===== src/logic/isa_pkg.sv =====
package isa_pkg;

    localparam int XLEN      = 32;
    localparam int REG_IDX_W = 5;

    typedef logic [XLEN-1:0]      inst_t;
    typedef logic [XLEN-1:0]      word_t;
    typedef logic [REG_IDX_W-1:0] reg_idx_t;

    // return address register for bl
    localparam reg_idx_t LINK_REG = 5'd1;

    // major opcode in inst[31:26]
    typedef enum logic [5:0] {
        OP_GRP0      = 6'h00,
        OP_LU12I     = 6'h05,
        OP_PCADDU12I = 6'h07,
        OP_MEM       = 6'h0a,
        OP_JIRL      = 6'h13,
        OP_B         = 6'h14,
        OP_BL        = 6'h15,
        OP_BEQ       = 6'h16,
        OP_BNE       = 6'h17,
        OP_BLT       = 6'h18,
        OP_BGE       = 6'h19,
        OP_BLTU      = 6'h1a,
        OP_BGEU      = 6'h1b
    } major_op_e;

    // inst[25:22] inside group 0
    typedef enum logic [3:0] {
        SUB_3R    = 4'h0,
        SUB_SHIFT = 4'h1,
        SUB_SLTI  = 4'h8,
        SUB_SLTUI = 4'h9,
        SUB_ADDI  = 4'ha,
        SUB_ANDI  = 4'hd,
        SUB_ORI   = 4'he,
        SUB_XORI  = 4'hf
    } grp0_op_e;

    // inst[25:22] for loads and stores
    // bit 2 marks a store, bit 3 zero extension, bits 1:0 the size
    typedef enum logic [3:0] {
        LD_B  = 4'h0,
        LD_H  = 4'h1,
        LD_W  = 4'h2,
        ST_B  = 4'h4,
        ST_H  = 4'h5,
        ST_W  = 4'h6,
        LD_BU = 4'h8,
        LD_HU = 4'h9
    } mem_sub_e;

    // {inst[21:20], inst[19:15]} for register and shift forms
    typedef enum logic [6:0] {
        F_SLLI  = 7'h01,
        F_SRLI  = 7'h09,
        F_SRAI  = 7'h11,
        F_ADD   = 7'h20,
        F_SUB   = 7'h22,
        F_SLT   = 7'h24,
        F_SLTU  = 7'h25,
        F_NOR   = 7'h28,
        F_AND   = 7'h29,
        F_OR    = 7'h2a,
        F_XOR   = 7'h2b,
        F_SLL   = 7'h2e,
        F_SRL   = 7'h2f,
        F_SRA   = 7'h30,
        F_MUL   = 7'h38,
        F_MULH  = 7'h39,
        F_MULHU = 7'h3a,
        F_DIV   = 7'h40,
        F_MOD   = 7'h41,
        F_DIVU  = 7'h42,
        F_MODU  = 7'h43
    } funct_e;

    typedef enum logic [3:0] {
        ALU_NONE, ALU_ADD, ALU_LUI, ALU_OR, ALU_SUB, ALU_XOR, ALU_SRA,
        ALU_AND, ALU_SLL, ALU_SRL, ALU_SLTU, ALU_NOR, ALU_SLT
    } alu_op_e;

    typedef enum logic [3:0] {
        BR_NONE, BR_JIRL, BR_B, BR_BEQ, BR_BNE, BR_BLT, BR_BGE, BR_BLTU, BR_BGEU
    } br_op_e;

    typedef enum logic [2:0] {
        MD_NONE, MD_MUL, MD_MULH, MD_MULHU, MD_DIV, MD_MOD, MD_DIVU, MD_MODU
    } md_op_e;

    typedef enum logic [2:0] {
        IMM_NONE, IMM_SI12, IMM_UI12, IMM_SI16S2, IMM_SI26S2, IMM_UI5, IMM_UI20
    } imm_fmt_e;

    typedef enum logic [1:0] {
        SRC_REG = 2'd0,
        SRC_IMM = 2'd1,
        SRC_PC  = 2'd2
    } src_sel_e;

    typedef enum logic [1:0] {
        MEM_BYTE = 2'd0,
        MEM_HALF = 2'd1,
        MEM_WORD = 2'd2
    } mem_size_e;

endpackage


===== src/logic/pipe_pkg.sv =====
package pipe_pkg;

    typedef struct packed {
        logic               is_mem;
        logic               is_store;
        // ld.bu and ld.hu
        logic               zero_ext;
        isa_pkg::mem_size_e size;
    } mem_op_t;

    // the instruction currently sitting in execute
    typedef struct packed {
        logic              valid;
        logic              is_load;
        isa_pkg::reg_idx_t rd;
    } ex_load_t;

    // bundle handed from decode to execute
    typedef struct packed {
        isa_pkg::word_t    pc;
        isa_pkg::inst_t    inst;
        logic              inst_valid;
        isa_pkg::alu_op_e  alu_op;
        isa_pkg::md_op_e   md_op;
        logic              is_signed_md;
        isa_pkg::br_op_e   br_op;
        mem_op_t           mem;
        isa_pkg::src_sel_e src1_sel;
        isa_pkg::src_sel_e src2_sel;
        isa_pkg::reg_idx_t rj_idx;
        isa_pkg::reg_idx_t rkd_idx;
        logic              wreg_en;
        isa_pkg::reg_idx_t wreg_idx;
        // raw register file data, operand muxing happens in execute
        isa_pkg::word_t    src1;
        isa_pkg::word_t    src2;
        isa_pkg::word_t    imm;
    } id_ctrl_t;

    typedef enum logic {
        ST_EMPTY = 1'b0,
        ST_FULL  = 1'b1
    } stage_state_e;

endpackage


===== src/logic/inst_decoder.sv =====
`timescale 1ns/1ps

module inst_decoder (
    input  isa_pkg::inst_t     inst,
    output pipe_pkg::id_ctrl_t ctrl,
    output isa_pkg::imm_fmt_e  imm_fmt,
    output isa_pkg::reg_idx_t  reg_index1,
    output isa_pkg::reg_idx_t  reg_index2
);
    import isa_pkg::*;
    import pipe_pkg::*;

    logic [5:0] op_31_26;
    logic [3:0] op_25_22;
    logic [6:0] funct;
    reg_idx_t   rd;
    reg_idx_t   rj;
    reg_idx_t   rk;

    logic       valid;
    logic       is_bl;
    logic       is_cond_br;
    logic       wreg_en;
    alu_op_e    alu_op;
    br_op_e     br_op;
    md_op_e     md_op;
    mem_op_t    mem;
    src_sel_e   src1_sel;
    src_sel_e   src2_sel;

    assign op_31_26 = inst[31:26];
    assign op_25_22 = inst[25:22];
    assign funct    = inst[21:15];
    assign rd       = inst[4:0];
    assign rj       = inst[9:5];
    assign rk       = inst[14:10];

    always_comb begin
        valid   = 1'b0;
        is_bl   = 1'b0;
        alu_op  = ALU_NONE;
        br_op   = BR_NONE;
        md_op   = MD_NONE;
        mem     = '0;
        imm_fmt = IMM_NONE;
        case (op_31_26)
            OP_GRP0: begin
                case (op_25_22)
                    SUB_3R: begin
                        valid = 1'b1;
                        case (funct)
                            F_ADD:   alu_op = ALU_ADD;
                            F_SUB:   alu_op = ALU_SUB;
                            F_SLT:   alu_op = ALU_SLT;
                            F_SLTU:  alu_op = ALU_SLTU;
                            F_NOR:   alu_op = ALU_NOR;
                            F_AND:   alu_op = ALU_AND;
                            F_OR:    alu_op = ALU_OR;
                            F_XOR:   alu_op = ALU_XOR;
                            F_SLL:   alu_op = ALU_SLL;
                            F_SRL:   alu_op = ALU_SRL;
                            F_SRA:   alu_op = ALU_SRA;
                            F_MUL:   md_op = MD_MUL;
                            F_MULH:  md_op = MD_MULH;
                            F_MULHU: md_op = MD_MULHU;
                            F_DIV:   md_op = MD_DIV;
                            F_MOD:   md_op = MD_MOD;
                            F_DIVU:  md_op = MD_DIVU;
                            F_MODU:  md_op = MD_MODU;
                            default: valid = 1'b0;
                        endcase
                    end
                    SUB_SHIFT: begin
                        valid   = 1'b1;
                        imm_fmt = IMM_UI5;
                        case (funct)
                            F_SLLI: alu_op = ALU_SLL;
                            F_SRLI: alu_op = ALU_SRL;
                            F_SRAI: alu_op = ALU_SRA;
                            default: begin
                                valid   = 1'b0;
                                imm_fmt = IMM_NONE;
                            end
                        endcase
                    end
                    SUB_SLTI, SUB_SLTUI, SUB_ADDI: begin
                        valid   = 1'b1;
                        imm_fmt = IMM_SI12;
                        case (op_25_22)
                            SUB_SLTI:  alu_op = ALU_SLT;
                            SUB_SLTUI: alu_op = ALU_SLTU;
                            default:   alu_op = ALU_ADD;
                        endcase
                    end
                    // logical immediates are zero extended
                    SUB_ANDI, SUB_ORI, SUB_XORI: begin
                        valid   = 1'b1;
                        imm_fmt = IMM_UI12;
                        case (op_25_22)
                            SUB_ANDI: alu_op = ALU_AND;
                            SUB_ORI:  alu_op = ALU_OR;
                            default:  alu_op = ALU_XOR;
                        endcase
                    end
                    default: ;
                endcase
            end
            OP_LU12I: begin
                valid   = !inst[25];
                alu_op  = inst[25] ? ALU_NONE : ALU_LUI;
                imm_fmt = inst[25] ? IMM_NONE : IMM_UI20;
            end
            OP_PCADDU12I: begin
                valid   = !inst[25];
                alu_op  = inst[25] ? ALU_NONE : ALU_ADD;
                imm_fmt = inst[25] ? IMM_NONE : IMM_UI20;
            end
            OP_MEM: begin
                case (op_25_22)
                    LD_B, LD_H, LD_W, ST_B, ST_H, ST_W, LD_BU, LD_HU: begin
                        valid        = 1'b1;
                        alu_op       = ALU_ADD;
                        imm_fmt      = IMM_SI12;
                        mem.is_mem   = 1'b1;
                        mem.is_store = op_25_22[2];
                        mem.zero_ext = op_25_22[3];
                        mem.size     = mem_size_e'(op_25_22[1:0]);
                    end
                    default: ;
                endcase
            end
            OP_JIRL: begin
                valid   = 1'b1;
                alu_op  = ALU_ADD;
                br_op   = BR_JIRL;
                imm_fmt = IMM_SI16S2;
            end
            OP_B, OP_BL: begin
                valid   = 1'b1;
                is_bl   = inst[26];
                alu_op  = ALU_ADD;
                br_op   = BR_B;
                imm_fmt = IMM_SI26S2;
            end
            OP_BEQ, OP_BNE, OP_BLT, OP_BGE, OP_BLTU, OP_BGEU: begin
                valid   = 1'b1;
                alu_op  = ALU_ADD;
                imm_fmt = IMM_SI16S2;
                case (op_31_26)
                    OP_BEQ:  br_op = BR_BEQ;
                    OP_BNE:  br_op = BR_BNE;
                    OP_BLT:  br_op = BR_BLT;
                    OP_BGE:  br_op = BR_BGE;
                    OP_BLTU: br_op = BR_BLTU;
                    default: br_op = BR_BGEU;
                endcase
            end
            default: ;
        endcase
    end

    // operand sources follow from the immediate format and branch kind
    always_comb begin
        src1_sel = SRC_REG;
        src2_sel = SRC_REG;
        case (imm_fmt)
            IMM_UI20: begin
                src1_sel = SRC_IMM;
                src2_sel = (alu_op == ALU_ADD) ? SRC_PC : SRC_REG;
            end
            IMM_NONE: ;
            default:  src2_sel = SRC_IMM;
        endcase
        if (br_op != BR_NONE && br_op != BR_JIRL)
            src1_sel = SRC_PC;
    end

    assign is_cond_br = br_op inside {BR_BEQ, BR_BNE, BR_BLT, BR_BGE, BR_BLTU, BR_BGEU};

    // b and conditional branches have no result, bl and jirl write the link
    assign wreg_en = valid && !mem.is_store && !(is_cond_br || (br_op == BR_B && !is_bl));

    // stores and conditional branches read rd as the second source
    assign reg_index1 = rj;
    assign reg_index2 = (mem.is_store || is_cond_br) ? rd : rk;

    always_comb begin
        ctrl              = '0;
        ctrl.inst         = inst;
        ctrl.inst_valid   = valid;
        ctrl.alu_op       = alu_op;
        ctrl.md_op        = md_op;
        ctrl.is_signed_md = md_op inside {MD_MUL, MD_MULH, MD_DIV, MD_MOD};
        ctrl.br_op        = br_op;
        ctrl.mem          = mem;
        ctrl.src1_sel     = src1_sel;
        ctrl.src2_sel     = src2_sel;
        ctrl.rj_idx       = reg_index1;
        ctrl.rkd_idx      = reg_index2;
        ctrl.wreg_en      = wreg_en;
        ctrl.wreg_idx     = is_bl ? LINK_REG : rd;
    end

endmodule


===== src/logic/imm_gen.sv =====
`timescale 1ns/1ps

module imm_gen (
    input  isa_pkg::inst_t    inst,
    input  isa_pkg::imm_fmt_e imm_fmt,
    output isa_pkg::word_t    imm
);
    import isa_pkg::*;

    logic [11:0] i12;
    logic [15:0] i16;
    logic [25:0] i26;
    logic [19:0] i20;
    logic [4:0]  i5;

    assign i12 = inst[21:10];
    assign i16 = inst[25:10];
    // offs[25:16] sits in the low bits of the word
    assign i26 = {inst[9:0], inst[25:10]};
    assign i20 = inst[24:5];
    assign i5  = inst[14:10];

    always_comb begin
        case (imm_fmt)
            IMM_SI12:   imm = {{20{i12[11]}}, i12};
            IMM_UI12:   imm = {20'h0, i12};
            // branch offsets count words
            IMM_SI16S2: imm = {{14{i16[15]}}, i16, 2'b00};
            IMM_SI26S2: imm = {{4{i26[25]}}, i26, 2'b00};
            IMM_UI5:    imm = {27'h0, i5};
            IMM_UI20:   imm = {i20, 12'h0};
            default:    imm = '0;
        endcase
    end

endmodule


===== src/logic/stage_ctrl.sv =====
`timescale 1ns/1ps

module stage_ctrl (
    input  logic               clk,
    input  logic               arst_n,
    input  pipe_pkg::id_ctrl_t next_ctrl,
    input  logic               left_valid,
    output logic               left_ready,
    input  pipe_pkg::ex_load_t ex_load,
    input  logic               flush,
    output logic               right_valid,
    input  logic               right_ready,
    output pipe_pkg::id_ctrl_t id_out
);
    import pipe_pkg::*;

    stage_state_e state;
    stage_state_e state_nxt;
    logic         stall;
    logic         accept;

    // load in execute whose result is not ready for our operands yet
    assign stall = ex_load.valid && ex_load.is_load &&
                   (ex_load.rd == next_ctrl.rj_idx || ex_load.rd == next_ctrl.rkd_idx);

    // room when empty or when the held item leaves this cycle
    assign left_ready  = !stall && (state == ST_EMPTY || right_ready);
    assign accept      = left_valid && left_ready && !flush;
    assign right_valid = (state == ST_FULL);

    always_comb begin
        state_nxt = state;
        if (flush)
            state_nxt = ST_EMPTY;
        else if (accept)
            state_nxt = ST_FULL;
        else if (right_ready)
            state_nxt = ST_EMPTY;
    end

    always_ff @(posedge clk or negedge arst_n) begin
        if (!arst_n) begin
            state  <= ST_EMPTY;
            id_out <= '0;
        end else begin
            state <= state_nxt;
            // held otherwise, also under back-pressure
            if (accept)
                id_out <= next_ctrl;
        end
    end

endmodule


===== src/logic/id_stage_top.sv =====
`timescale 1ns/1ps

module id_stage_top (
    input  logic               clk,
    input  logic               arst_n,
    input  isa_pkg::inst_t     inst,
    input  isa_pkg::word_t     pc,
    input  logic               left_valid,
    output logic               left_ready,
    output isa_pkg::reg_idx_t  reg_index1,
    output isa_pkg::reg_idx_t  reg_index2,
    input  isa_pkg::word_t     reg_data1,
    input  isa_pkg::word_t     reg_data2,
    input  pipe_pkg::ex_load_t ex_load,
    input  logic               flush,
    output logic               right_valid,
    input  logic               right_ready,
    output pipe_pkg::id_ctrl_t id_out
);
    import isa_pkg::*;
    import pipe_pkg::*;

    id_ctrl_t dec_ctrl;
    id_ctrl_t next_ctrl;
    imm_fmt_e imm_fmt;
    word_t    imm;

    inst_decoder i_decoder (
        .inst       (inst),
        .ctrl       (dec_ctrl),
        .imm_fmt    (imm_fmt),
        .reg_index1 (reg_index1),
        .reg_index2 (reg_index2)
    );

    imm_gen i_imm_gen (
        .inst    (inst),
        .imm_fmt (imm_fmt),
        .imm     (imm)
    );

    // fill in the data fields the decoder leaves at zero
    always_comb begin
        next_ctrl      = dec_ctrl;
        next_ctrl.pc   = pc;
        next_ctrl.src1 = reg_data1;
        next_ctrl.src2 = reg_data2;
        next_ctrl.imm  = imm;
    end

    stage_ctrl i_stage_ctrl (
        .clk         (clk),
        .arst_n      (arst_n),
        .next_ctrl   (next_ctrl),
        .left_valid  (left_valid),
        .left_ready  (left_ready),
        .ex_load     (ex_load),
        .flush       (flush),
        .right_valid (right_valid),
        .right_ready (right_ready),
        .id_out      (id_out)
    );

endmodule


===== config.mk =====
export PLATFORM = sky130hd
export DESIGN_NAME = id_stage_top
export DESIGN_NICKNAME = d
export VERILOG_FILES = /design/src/logic/isa_pkg.sv /design/src/logic/pipe_pkg.sv /design/src/logic/inst_decoder.sv /design/src/logic/imm_gen.sv /design/src/logic/stage_ctrl.sv /design/src/logic/id_stage_top.sv
export SDC_FILE = /design/constraint.sdc
export NUM_CORES = 1
export LEC_CHECK = 0
export BUFFER_PORTS_ARGS = -buffer_cell sky130_fd_sc_hd__buf_2
export CORE_AREA = 2 2 136 138
export CTS_BUF_LIST = sky130_fd_sc_hd__clkbuf_8
export CTS_CLUSTER_DIAMETER = 120
export DETAILED_ROUTE_END_ITERATION = 10
export DIE_AREA = 0 0 138 140
export PLACE_DENSITY = 0.87
export SLEW_MARGIN = 20
export SYNTH_ARGS = -nofsm -noshare
export SYNTH_HDL_FRONTEND = slang
export SYNTH_SLANG_ARGS = --single-unit

===== constraint.sdc =====
create_clock -name clk -period 8.98 [get_ports clk]
set_clock_uncertainty 0.2 [all_clocks]
set_input_delay 1.796 -clock clk [delete_from_list [all_inputs] [get_ports clk]]
set_output_delay 1.796 -clock clk [all_outputs]
set_load 0.02 [all_outputs]

==> results by group <==
Status
  • Outcome: complete, no violations

Detailed routing
  • Post-detailed-routing wire length: 26,520 microns
  • Routed wire length per instance: 21.12 microns
  • Post-route ant nets: 0
  • Residual DRC count: 0
  • Vias per inst: 5.699
  • DRC marker count from the first detailed-route iteration: 645
  • TritonRoute pass-1 iters: 6
  • Total number of vias: 7,158

Logic synthesis
  • Area fraction of the dominant cell type after synthesis: 53.25%
  • Number of enable flip-flop cells after synthesis: 0
  • Share of synthesized area spent on multiplexers: 21.63%
  • Main combinational cell family by area after synthesis: multiplexers
  • Number of flip-flops and latches in the synthesized netlist: 194
  • Ys flop type: sky130_fd_sc_hd__dfrtp_1
  • Number of distinct library cell variants in the gate-level netlist after synthesis: 53
  • Netlist area before placement: 0.009117 sq mm
  • Leading cell types by total area after synthesis: sky130_fd_sc_hd__dfrtp_1, sky130_fd_sc_hd__mux2_4, sky130_fd_sc_hd__mux2_2
  • Post-synthesis share of cell area spent on full adders, half adders and majority gates: 0%
  • Share of the synthesized netlist area taken by xor and xnor gates: 0.7685%
  • Synthesized net count: 843
  • Post-synthesis average cell area: 12.97 sq um
  • Count of yosys warnings during synthesis: 0
  • Async set or reset register ratio after synthesis: 100.0%
  • Fraction of the mapped netlist area in simple logic gates: 7.452%
  • Sequential share of the synthesized area: 53.25%
  • Post-Syn Instances: 703
  • Largest area contributor in the netlist: sky130_fd_sc_hd__dfrtp_1
  • Post-synthesis compound-gate area fraction: 11.90%

Cells and area
  • Final design utilization: 63.07%
  • Sequential cell area: 0.004855 sq mm
  • Fill cells: 1,384
  • Post-layout nets: 1,154
  • Diodes inserted: 0
  • Layout area overhead: 22.99%
  • Fraction of final layout cells sized beyond drive strength 1: 52.39%
  • Area of the multi-input gates: 0.003820 sq mm

Critical path
  • Critical path's slowest cell: sky130_fd_sc_hd__and4bb_1
  • Sort of element at the start of the critical path: input pin
  • Worst Path Max Fanout: 11
  • Worst path arrival time: 3.70 ns
  • Worst reg2reg path startpoint: i_stage_ctrl.right_valid
  • Critical path, cell by cell: buf_2 -> and4bb_1 -> nand4_1 -> nand3b_1 -> a21oi_1 -> nor4_2 -> and4_1 -> nor2_1 -> buf_2
  • Critical path endpoint category: output pin
  • Maximum cell stage delay along the critical path: 0.33 ns
  • Most common cell on crit path: sky130_fd_sc_hd__buf_2
  • Worst setup path start: inst[26]
  • Length in cells of the worst reg-to-reg path: 8
  • Crit Path Category: input pin to output pin
  • Worst Path Required: 6.98 ns

Clock network
  • PostCTS Resize Cnt: 0
  • Root Buffer Master: sky130_fd_sc_hd__clkbuf_8
  • Maximum number of buffers from clock root to sink: 2
  • Clock-pin transition on the worst setup and hold timing paths: 0.10 ns
  • Clk Latency, worst-skew pair: 0.47 ns
  • TritonCTS Sinks: 194
  • Number of levels the H-tree was split into: 4
  • Inserted Clock Buffers: 17
  • Post CTS Setup Buffer Count: 0
  • Cts-stage hold buffer count: 0
  • CTS tree: built

Floorplanning
  • Count of pins on the block boundary: 350
  • Initial core utilization: 51.28%
  • Row count: 49
  • Overall die area: 0.01932 sq mm
  • Placeable core region: 0.01778 sq mm
  • Die outline width: 138 microns
  • Height of the chip: 140 microns

STA
  • Period Utilization, post-route: 63.47%
  • Final Hold Violating Endpoints: 0
  • Finish-stage setup viols: 0
  • Slew HR: 34.93%
  • Hold Worst Slack: 0.2973 ns
  • Final Max Slew Viols: 0
  • Final total negative setup slack: 0 ns
  • RSZ-0062 raised after global routing: no
  • Minimum clock period: 5.699 ns
  • Tightest Pin Transition: 0.9760 ns
  • FMAX: 175.5 MHz

Placement
  • RePlAce Congestion: 0.9284
  • I/O Buffers: 349
  • Detailed-placement wirelength estimate: 19,470 microns

Global routing
  • Vias in the first global route: 6,943
  • Antenna violations before repair: 0
  • Global-route usage over all layers: 27.11%
  • Maximum number of pins on one net before global-route repair: 120
  • First-pass GRT wire length: 40,990 microns
  • Total congestion overflow after global routing: 0

Power
  • P per Cell Area: 214.5 mW/mm^2
  • Leakage Power: 5.580 nW
  • Maximum VDD drop: 0.1193 mV

Min path
  • Type of the worst min-delay path: flop to flop
  • Hold path cells: 1
  • Launch instance of the worst min-delay path: i_stage_ctrl.id_out[127]

Job
  • Total of max-cap violations: 0
final timing paths:
| path | to | slack, ns |
|---|---|---|
| setup reg to reg | i_stage_ctrl.id_out[181] | 5.33 |
| min in group asynchronous | i_stage_ctrl.id_out[155] | 1.24 |
| hold reg to reg | i_stage_ctrl.id_out[127] | 0.30 |
| hold / removal | i_stage_ctrl.id_out[127] | 0.30 |
| max in group asynchronous | i_stage_ctrl.id_out[98] | 5.77 |
| setup / recovery | left_ready | 3.28 |
cell type report:
class,instances,share of cell area (%)
clock buffers,17,2.087
clock inverters,15,1.473
inverters,6,0.2008
multi-input cells,436,34.07
flip-flops and latches,194,43.29
well taps,229,2.555
repair buffers,359,16.32
metrics by stage:
| stage | cell area, sq um | setup slack [ns] | std cells | total power, mW |
|---|---|---|---|---|
| floorplan | 9117 | 3.355 | 703 | 1.568 |
| detailed placement | 10810 | 3.208 | 1224 | 1.844 |
| global route | 11210 | 3.090 | 1256 | 2.514 |
| finish | 11210 | 3.281 | 1256 | 2.406 |
| CTS | 11210 | 3.305 | 1256 | 2.425 |
| global placement | 10810 | 3.351 | 1224 | 1.823 |
logic make-up after synthesis:
logic type / after synthesis
xor+xnor: 8
mux: 142
flops: 194
compound gates: 157
simple gates: 129
buf+inv: 73
layout by cell type (no fill, tap or decap), types with 6 or more instances in the layout:
master and n:
sky130_fd_sc_hd__nand2_1 33, sky130_fd_sc_hd__a2bb2oi_1 21, sky130_fd_sc_hd__and3_1 7, sky130_fd_sc_hd__buf_2 348
sky130_fd_sc_hd__a221oi_1 11, sky130_fd_sc_hd__xnor2_1 6, sky130_fd_sc_hd__o22a_1 10, sky130_fd_sc_hd__dfrtp_1 194
sky130_fd_sc_hd__o21ai_0 45, sky130_fd_sc_hd__a22o_1 14, sky130_fd_sc_hd__clkbuf_8 18, sky130_fd_sc_hd__a21oi_1 19
sky130_fd_sc_hd__nor3_1 13, sky130_fd_sc_hd__nand3_1 8, sky130_fd_sc_hd__nand2b_1 10, sky130_fd_sc_hd__nor2_1 24
sky130_fd_sc_hd__a22oi_1 7, sky130_fd_sc_hd__mux2_2 39, sky130_fd_sc_hd__buf_4 10, sky130_fd_sc_hd__inv_1 6
sky130_fd_sc_hd__mux2_4 100
Yosys cell counts (all sizes together), types with 6 or more instances:
cell / instances
dfrtp: 194
mux2: 140
o21ai: 49
buf: 43
nand2: 34
nor2: 25
clkbuf: 24
a2bb2oi: 21
a21oi: 20
a22o: 14
nor3: 13
a221oi: 11
nand2b: 10
o22a: 10
nand3: 8
a22oi: 7
and3: 7
inv: 6
xnor2: 6
routing by layer:
metal | GRT usage, % | vias to the layer above | share of wire (%)
met3 | 6.632 | 48 | 8.0
met1 | 35.88 | 3528 | 40
met4 | 9.130 | 0 | 2.6
li1 | - | 3164 | -
met2 | 44.19 | 418 | 49
met5 | 0 | - | 0
power breakdown:
| group | internal, mW | switching [mW] | total, mW |
|---|---|---|---|
| Combinational | 0.306 | 0.416 | 0.722 |
| Sequential | 1.02 | 0.0874 | 1.10 |
| Clock | 0.234 | 0.345 | 0.579 |
| Total | 1.56 | 0.848 | 2.41 |
flip-flops by register name, indices dropped and copies added, names as in the netlist:
signal,count
i_stage_ctrl.id_out,193
i_stage_ctrl.right_valid,1
critical path: cells and delay by family:
kind / cells / cell delay (ns)
buf+inv: 2 / 0.33
simple gates: 6 / 1.47
compound gates: 1 / 0.10
Power figures use the tool's default switching activity.
